==> src/hdl/poly_core_pkg.sv <==
package poly_core_pkg;

  // polynomial shape
  localparam int n_coeff = 64;
  localparam int logn = 6;
  localparam int coeff_w = 14;
  localparam int bank_depth = n_coeff / 2;
  localparam logic [logn-1:0] last_idx = logn'(n_coeff - 1);

  // fixed modulus and Barrett constants, mu = floor(2^28 / 12289)
  localparam logic [coeff_w-1:0] q_mod = 14'd12289;
  localparam int barrett_k = 28;
  localparam int barrett_mu_w = 15;
  localparam logic [barrett_mu_w-1:0] barrett_mu = 15'd21843;

  // memory timing
  localparam int bram_rd_lat = 2;
  // read latency plus product register plus two reduction stages
  localparam int pwm_pipe_lat = bram_rd_lat + 3;

  // DMA port and absolute address layout
  localparam int dma_word_w = 64;
  localparam int dma_be_w = dma_word_w / 8;
  localparam int dma_addr_w = 11;
  localparam int dma_sel_w = 2;
  localparam int dma_sel_lsb = 9;
  localparam int dma_idx_lsb = 3;

  localparam int cmd_w = 8;
  localparam int opcode_w = 3;

  typedef enum logic [opcode_w-1:0] {
    op_nop = 3'd0,
    op_pwm = 3'd4
  } opcode_e;

  typedef enum logic [dma_sel_w-1:0] {
    dma_msg = 2'd0,
    dma_key = 2'd1
  } dma_bram_e;

  typedef enum logic [1:0] {
    idle,
    run,
    drain,
    finished
  } pwm_state_e;

endpackage

==> src/hdl/barrett_reduce.sv <==
module barrett_reduce (
  input  logic                                clk,
  input  logic [2*poly_core_pkg::coeff_w-1:0] product,
  output logic [poly_core_pkg::coeff_w-1:0]   result
);

  logic [2*poly_core_pkg::coeff_w+poly_core_pkg::barrett_mu_w-1:0] prod_mu;
  logic [poly_core_pkg::barrett_mu_w-1:0] quot_est;
  logic [2*poly_core_pkg::coeff_w-1:0] prod_q;
  logic [2*poly_core_pkg::coeff_w-1:0] diff;
  logic [poly_core_pkg::coeff_w:0] rem;
  logic [poly_core_pkg::coeff_w:0] rem_sub;

  // quotient estimate floor(x * mu / 2^k)
  assign prod_mu = product * poly_core_pkg::barrett_mu;

  always_ff @(posedge clk) begin
    quot_est <= prod_mu[2*poly_core_pkg::coeff_w+poly_core_pkg::barrett_mu_w-1:
                        poly_core_pkg::barrett_k];
    prod_q <= product;
  end

  // estimate is at most one short, so the remainder stays below 2q
  assign diff = prod_q - quot_est * poly_core_pkg::q_mod;
  assign rem = diff[poly_core_pkg::coeff_w:0];
  assign rem_sub = rem - {1'b0, poly_core_pkg::q_mod};

  always_ff @(posedge clk) begin
    if (rem >= {1'b0, poly_core_pkg::q_mod}) begin
      result <= rem_sub[poly_core_pkg::coeff_w-1:0];
    end else begin
      result <= rem[poly_core_pkg::coeff_w-1:0];
    end
  end

endmodule

==> src/hdl/compute_core.sv <==
module compute_core (
  input  logic                                 clk,
  input  logic                                 rst,
  input  logic [poly_core_pkg::cmd_w-1:0]      command_in,
  input  logic                                 command_we,
  input  logic                                 dma_bram_en,
  input  logic [poly_core_pkg::dma_be_w-1:0]   dma_bram_byte_wea,
  input  logic [poly_core_pkg::dma_addr_w-1:0] dma_bram_abs_addr,
  input  logic [poly_core_pkg::dma_word_w-1:0] dina_dma,
  output logic [poly_core_pkg::dma_word_w-1:0] doutb_dma,
  output logic                                 done
);

  logic [poly_core_pkg::cmd_w-1:0] command_reg;
  poly_core_pkg::opcode_e opcode;
  logic pwm_active;
  logic pwm_rst;
  logic pwm_done;
  logic pwm_busy;

  poly_core_pkg::dma_bram_e dma_sel;
  logic [poly_core_pkg::logn-1:0] dma_idx;
  logic dma_wr;
  logic msg_dma_wea;
  logic key_dma_wea;
  poly_core_pkg::dma_bram_e dma_sel_pipe [poly_core_pkg::bram_rd_lat];
  poly_core_pkg::dma_bram_e dma_sel_d;

  logic [poly_core_pkg::logn-1:0] pwm_a_rd_addr;
  logic [poly_core_pkg::logn-1:0] pwm_b_rd_addr;
  logic [poly_core_pkg::logn-1:0] pwm_wr_addr;
  logic [poly_core_pkg::coeff_w-1:0] pwm_wr_data;
  logic pwm_wea;

  logic [poly_core_pkg::logn-1:0] msg_wr_addr;
  logic [poly_core_pkg::coeff_w-1:0] msg_wr_data;
  logic msg_wea;
  logic [poly_core_pkg::logn-1:0] msg_rd_addr;
  logic [poly_core_pkg::logn-1:0] key_rd_addr;
  logic [poly_core_pkg::coeff_w-1:0] msg_rd_data;
  logic [poly_core_pkg::coeff_w-1:0] key_rd_data;

  // command register, cleared to op_nop
  always_ff @(posedge clk) begin
    if (rst) begin
      command_reg <= '0;
    end else if (command_we) begin
      command_reg <= command_in;
    end
  end

  assign opcode = poly_core_pkg::opcode_e'(command_reg[poly_core_pkg::opcode_w-1:0]);
  assign pwm_active = (opcode == poly_core_pkg::op_pwm);
  assign pwm_rst = rst || !pwm_active;
  // read port returns to DMA once the products are written
  assign pwm_busy = pwm_active && !pwm_done;
  assign done = pwm_done;

  // absolute address split into memory select and coefficient index
  assign dma_sel = poly_core_pkg::dma_bram_e'(
                   dma_bram_abs_addr[poly_core_pkg::dma_sel_lsb +: poly_core_pkg::dma_sel_w]);
  assign dma_idx = dma_bram_abs_addr[poly_core_pkg::dma_idx_lsb +: poly_core_pkg::logn];

  // only full-word writes count, and none while the multiply owns the banks
  assign dma_wr = dma_bram_en && (&dma_bram_byte_wea) && !pwm_active;
  assign msg_dma_wea = dma_wr && (dma_sel == poly_core_pkg::dma_msg);
  assign key_dma_wea = dma_wr && (dma_sel == poly_core_pkg::dma_key);

  assign msg_wr_addr = pwm_active ? pwm_wr_addr : dma_idx;
  assign msg_wr_data = pwm_active ? pwm_wr_data : dina_dma[poly_core_pkg::coeff_w-1:0];
  assign msg_wea = pwm_active ? pwm_wea : msg_dma_wea;

  assign msg_rd_addr = pwm_busy ? pwm_a_rd_addr : dma_idx;
  assign key_rd_addr = pwm_busy ? pwm_b_rd_addr : dma_idx;

  poly_bank_pair u_msg_bank (
    .clk     (clk),
    .wr_addr (msg_wr_addr),
    .wr_data (msg_wr_data),
    .wea     (msg_wea),
    .rd_addr (msg_rd_addr),
    .rd_data (msg_rd_data)
  );

  poly_bank_pair u_key_bank (
    .clk     (clk),
    .wr_addr (dma_idx),
    .wr_data (dina_dma[poly_core_pkg::coeff_w-1:0]),
    .wea     (key_dma_wea),
    .rd_addr (key_rd_addr),
    .rd_data (key_rd_data)
  );

  pwm_unit u_pwm (
    .clk       (clk),
    .rst       (pwm_rst),
    .a_rd_addr (pwm_a_rd_addr),
    .a_rd_data (msg_rd_data),
    .b_rd_addr (pwm_b_rd_addr),
    .b_rd_data (key_rd_data),
    .wr_addr   (pwm_wr_addr),
    .wr_data   (pwm_wr_data),
    .wea       (pwm_wea),
    .done      (pwm_done)
  );

  // select follows the read data through the bank latency
  always_ff @(posedge clk) begin
    dma_sel_pipe[0] <= dma_sel;
    for (int i = 1; i < poly_core_pkg::bram_rd_lat; i++) begin
      dma_sel_pipe[i] <= dma_sel_pipe[i-1];
    end
  end

  assign dma_sel_d = dma_sel_pipe[poly_core_pkg::bram_rd_lat-1];

  always_comb begin
    case (dma_sel_d)
      poly_core_pkg::dma_msg: begin
        doutb_dma = {{(poly_core_pkg::dma_word_w-poly_core_pkg::coeff_w){1'b0}}, msg_rd_data};
      end
      poly_core_pkg::dma_key: begin
        doutb_dma = {{(poly_core_pkg::dma_word_w-poly_core_pkg::coeff_w){1'b0}}, key_rd_data};
      end
      // unmapped selects read as zero
      default: begin
        doutb_dma = '0;
      end
    endcase
  end

endmodule

==> src/hdl/poly_bank_pair.sv <==
module poly_bank_pair (
  input  logic                              clk,
  input  logic [poly_core_pkg::logn-1:0]    wr_addr,
  input  logic [poly_core_pkg::coeff_w-1:0] wr_data,
  input  logic                              wea,
  input  logic [poly_core_pkg::logn-1:0]    rd_addr,
  output logic [poly_core_pkg::coeff_w-1:0] rd_data
);

  // even coefficients in bank0, odd ones in bank1
  logic [poly_core_pkg::coeff_w-1:0] bank0 [poly_core_pkg::bank_depth];
  logic [poly_core_pkg::coeff_w-1:0] bank1 [poly_core_pkg::bank_depth];

  logic [poly_core_pkg::coeff_w-1:0] rd_pipe0 [poly_core_pkg::bram_rd_lat];
  logic [poly_core_pkg::coeff_w-1:0] rd_pipe1 [poly_core_pkg::bram_rd_lat];
  logic [poly_core_pkg::bram_rd_lat-1:0] sel_pipe;

  logic [poly_core_pkg::logn-2:0] wr_row;
  logic [poly_core_pkg::logn-2:0] rd_row;

  assign wr_row = wr_addr[poly_core_pkg::logn-1:1];
  assign rd_row = rd_addr[poly_core_pkg::logn-1:1];

  always_ff @(posedge clk) begin
    if (wea && !wr_addr[0]) begin
      bank0[wr_row] <= wr_data;
    end
    if (wea && wr_addr[0]) begin
      bank1[wr_row] <= wr_data;
    end
  end

  // both banks read every cycle, bank select travels with the data
  always_ff @(posedge clk) begin
    rd_pipe0[0] <= bank0[rd_row];
    rd_pipe1[0] <= bank1[rd_row];
    sel_pipe[0] <= rd_addr[0];
    for (int i = 1; i < poly_core_pkg::bram_rd_lat; i++) begin
      rd_pipe0[i] <= rd_pipe0[i-1];
      rd_pipe1[i] <= rd_pipe1[i-1];
      sel_pipe[i] <= sel_pipe[i-1];
    end
  end

  assign rd_data = sel_pipe[poly_core_pkg::bram_rd_lat-1] ?
                   rd_pipe1[poly_core_pkg::bram_rd_lat-1] :
                   rd_pipe0[poly_core_pkg::bram_rd_lat-1];

endmodule

==> src/hdl/pwm_unit.sv <==
module pwm_unit (
  input  logic                              clk,
  input  logic                              rst,
  output logic [poly_core_pkg::logn-1:0]    a_rd_addr,
  input  logic [poly_core_pkg::coeff_w-1:0] a_rd_data,
  output logic [poly_core_pkg::logn-1:0]    b_rd_addr,
  input  logic [poly_core_pkg::coeff_w-1:0] b_rd_data,
  output logic [poly_core_pkg::logn-1:0]    wr_addr,
  output logic [poly_core_pkg::coeff_w-1:0] wr_data,
  output logic                              wea,
  output logic                              done
);

  poly_core_pkg::pwm_state_e state;
  logic [poly_core_pkg::logn-1:0] rd_idx;
  logic issue;
  logic last_write;

  // valid and index follow each coefficient through read, multiply, reduce
  logic [poly_core_pkg::pwm_pipe_lat-1:0] vld_sr;
  logic [poly_core_pkg::logn-1:0] idx_sr [poly_core_pkg::pwm_pipe_lat];
  logic [2*poly_core_pkg::coeff_w-1:0] prod_q;

  assign issue = (state == poly_core_pkg::run);
  assign a_rd_addr = rd_idx;
  assign b_rd_addr = rd_idx;

  assign wea = vld_sr[poly_core_pkg::pwm_pipe_lat-1];
  assign wr_addr = idx_sr[poly_core_pkg::pwm_pipe_lat-1];
  assign last_write = wea && (wr_addr == poly_core_pkg::last_idx);
  assign done = (state == poly_core_pkg::finished);

  always_ff @(posedge clk) begin
    if (rst) begin
      state <= poly_core_pkg::idle;
      rd_idx <= '0;
    end else begin
      case (state)
        poly_core_pkg::idle: begin
          state <= poly_core_pkg::run;
        end
        poly_core_pkg::run: begin
          rd_idx <= rd_idx + 1'b1;
          if (rd_idx == poly_core_pkg::last_idx) begin
            state <= poly_core_pkg::drain;
          end
        end
        poly_core_pkg::drain: begin
          // wait for the last coefficient to leave the reducer
          if (last_write) begin
            state <= poly_core_pkg::finished;
          end
        end
        default: begin
          state <= poly_core_pkg::finished;
        end
      endcase
    end
  end

  always_ff @(posedge clk) begin
    if (rst) begin
      vld_sr <= '0;
    end else begin
      vld_sr <= {vld_sr[poly_core_pkg::pwm_pipe_lat-2:0], issue};
    end
  end

  always_ff @(posedge clk) begin
    idx_sr[0] <= rd_idx;
    for (int i = 1; i < poly_core_pkg::pwm_pipe_lat; i++) begin
      idx_sr[i] <= idx_sr[i-1];
    end
    prod_q <= a_rd_data * b_rd_data;
  end

  barrett_reduce u_reduce (
    .clk     (clk),
    .product (prod_q),
    .result  (wr_data)
  );

endmodule

==> config.mk <==
export PLATFORM = sky130hd
export DESIGN_NAME = compute_core
export DESIGN_NICKNAME = d
export VERILOG_FILES = /design/src/hdl/poly_core_pkg.sv /design/src/hdl/barrett_reduce.sv /design/src/hdl/compute_core.sv /design/src/hdl/poly_bank_pair.sv /design/src/hdl/pwm_unit.sv
export SDC_FILE = /design/constraint.sdc
export NUM_CORES = 2
export LEC_CHECK = 0
export ABC_AREA = 1
export BUFFER_PORTS_ARGS = -buffer_cell sky130_fd_sc_hd__buf_2
export CAP_MARGIN = 20
export CORE_ASPECT_RATIO = 2
export CORE_MARGIN = 2
export CORE_UTILIZATION = 63
export CTS_CLUSTER_SIZE = 30
export DETAILED_ROUTE_END_ITERATION = 16
export GPL_TIMING_DRIVEN = 1
export PLACE_DENSITY = 0.79
export SYNTH_ARGS = -nofsm -noshare
export SYNTH_HDL_FRONTEND = slang
export SYNTH_SLANG_ARGS = --single-unit
==> constraint.sdc <==
create_clock -name clk -period 8.75 [get_ports clk]
set_clock_uncertainty 0.1 [all_clocks]
set_input_delay 1.3125 -clock clk [delete_from_list [all_inputs] [get_ports clk]]
set_output_delay 1.3125 -clock clk [all_outputs]
set_load 0.005 [all_outputs]
==> impl_metrics.yaml <==
clock_tree:
  cts.root.buffer_cell: "clkbuf_16"
  cts_tree: "built"
  clock_latency_ps: 810
  ctsHoldBuffers: 0
  cts_setup_buffers: 0
  post_cts_resized: 0
  htree_levels: 4
  clkTransAtPathRegs_ps: 70
  clockBufferDepth: 3
  cts_sinks: 2028
  cts_made_buffers: 166
critical_path:
  cp-endpoint: "u_pwm.prod_q[24]$_DFF_P_"
  critical_path_class: "flop to flop"
  crit_path_start: "u_key_bank.sel_pipe[1]$_DFF_P_"
  r2r_cells: 24
  cp_cell_sequence: "buf_4, nand2_1, o21ai_1, clkinv_1, nand2_1, fa_1, fa_1, inv_1, fa_1, fa_1, fa_1, inv_1, fa_1, inv_1, ha_1, nand2_1, nor2_1, a211oi_1, o21ai_0, nand2_1, nand3_1, nand2_1, nand2_1, xor2_1"
  cp.required_ps: 9310
  path_max_fanout: 32
  cp.arrival_ps: 7680
  slowest_stage: "dfxtp_2"
  r2r_setup_slack_ps: 1630
  max_stage_delay_ps: 610
  end_kind: "flop"
  rr_endpoint: "u_pwm.prod_q[24]$_DFF_P_"
  rr_startpoint: "u_key_bank.sel_pipe[1]$_DFF_P_"
  cp-start-kind: "flop"
floorplanning:
  die_x_um: 279.1
  std_cell_rows: 202
  coreArea_um2: 150900
  start_util_pct: 63.19
  die_y_um: 554.2
  fp.dieArea_um2: 154700
  ios: 160
cells_and_area:
  drive_above_1_share_pct: 7.011
  nNetsFinal: 8806
  syn_to_final_growth_pct: 8.123
  multi_input_area_um2: 31570
  final_core_util_pct: 68.32
  seqCellArea_um2: 58540
  design_area_um2: 103100
  fillers: 10332
synthesis:
  netlist_instances: 8138
  ys.flop_type: "edfxtp_1"
  synth-async-reset-ratio_pct: 0
  synth-seq-cells: 2028
  yosysSeqAreaShare_pct: 61.39
  avgSynthCellArea_um2: 11.72
  synth_edf_count: 1792
  yosysTopAreaCell: "edfxtp_1"
  synth_top_area_share_pct: 56.44
  ys_types: 53
  synth.cell_area_um2: 95340
  synthTopCellsByArea: "edfxtp_1 56%, fa_1 6.0%, dfxtp_1 5.0%"
  yosys_warnings: 0
timing:
  fin_setup_tns_ps: 0
  fin_crit_ps: 7116
  rsz0062_at_grt: "no"
  holdWs_ps: 214.4
  fin_crit_sh_pct: 81.32
  fmax_mhz: 140.5
  final-hold-violation-count: 0
  finalSetupViolCount: 0
  worstMarginPinSlew_ps: 1209
  finalMaxSlewViolations: 0
  slew_headroom_pct: 18.56
min_path:
  hp-start: "u_msg_bank.rd_pipe0[0][9]$_DFF_P_"
  worstHoldPathType: "flop to flop"
  min_path_cells: 0
grt:
  grt_pass1_vias: 62780
  grt_usage_pct: 30.83
  gr-total-overflow: 0
  antenna_found_initial: 3
  grt_max_degree: 180
  grt_pass1_wl_mm: 361.3
drt:
  antenna_left: 0
  wl_per_cell_um: 23.34
  route.detailed.drc: 0
  avgViaCountPerCell: 6.138
  drtIter0Drc: 7770
  vias: 62419
  drt_pre_antenna_iters: 6
  finalWirelength_mm: 237.3
flow_run:
  maxCapViolCount: 0
place:
  port_buffers: 51
  place_hpwl_mm: 141.6
  place_area_um2: 97460
  place.gp.congestion: 0.9348
status:
  outcome: "complete, no violations"
-- cells in the mapped netlist (141+ instances only) --
master,n
o21bai_1,339
nand3_1,606
o21ai_0,894
o21ai_1,141
edfxtp_1,1792
clkbuf_1,218
dfxtp_1,236
o211ai_1,323
nor2_1,486
nand2_1,846
buf_2,150
fa_1,284
ha_1,336
inv_1,901
-- cell usage in the layout, fill, tap and decap left out, drive strengths merged, types with 2 or more instances in the layout --
cell type / n
ha: 336
nor4: 7
nand3b: 6
clkinv: 69
or2: 189
o21a: 2
o21ai: 1037
and2: 3
o211ai: 323
clkinvlp: 9
a31oi: 8
xor2: 45
a21oi: 97
nand4: 27
edfxtp: 1792
buf: 201
fa: 284
o31ai: 4
a21o: 8
nand2: 853
conb: 50
o21bai: 339
nand3: 606
o22ai: 14
bufinv: 14
clkbuf: 212
inv: 919
nor2: 489
dfxtp: 236
xnor2: 15
a211oi: 3
nor3: 24
a221oi: 5
-- per-layer routing --
metal	global-route usage (%)	vias to the layer above	part of all wire, %
met1	40.20	30535	37
met5	0	-	0.0042
met3	5.032	526	9.5
li1	-	28202	-
met2	50.93	3154	49
met4	14.20	2	4.6
-- metrics by stage --
stage	setup slack, ps	std cells
detailed placement	1760	9855
global placement	1829	9852
CTS	1682	10162
global route	1339	10169
floorplan	2591	8187
finish	1634	10169
-- worst min-delay path by stage --
stage | endpoint | slack (ps)
after floorplan | dma_sel_pipe[0][2]$_DFF_P_ | 210
final | u_msg_bank.rd_pipe0[0][23]$_DFF_P_ | 210
after detailed placement | u_key_bank.rd_pipe0[0][15]$_DFF_P_ | 210
after global routing | u_key_bank.rd_pipe1[0][24]$_DFF_P_ | 220
after CTS | u_key_bank.rd_pipe1[0][24]$_DFF_P_ | 210
after global placement | u_key_bank.rd_pipe0[0][23]$_DFF_P_ | 210
-- cell type report --
class,count,share of cell area (%)
Sequential cell,2028,56.78
Antenna cell,1,0.002427
Multi-Input combinational cell,4778,30.62
Timing Repair Buffer,202,1.523
Clock buffer,211,4.314
Inverter,915,3.374
Tap cell,1938,2.352
Clock inverter,96,1.030
-- kinds of logic after synthesis --
family | count (synthesis) | synth area share, %
simple gates | 2204 | 10.18
flops | 2028 | 61.39
compound gates | 1844 | 11.55
buf+inv | 1381 | 5.941
fa+ha+maj | 620 | 10.37
xor+xnor | 60 | 0.5512
other cells | 1 | 0.003933
-- critical path, delay by kind of cell (launching register included) --
| kind | cells | cell delay [ps] |
|---|---|---|
| and+or+nand+nor | 8 | 870 |
| adders and majority gates | 7 | 3150 |
| buffers and inverters | 5 | 1100 |
| AOI/OAI and AO/OA | 3 | 940 |
| DFF | 1 | 610 |
| xor gates and xnor gates | 1 | 150 |
Power is left out: the tool's default activity adds up to more than one toggle a clock period on the data nets, which glitch-free logic cannot reach.
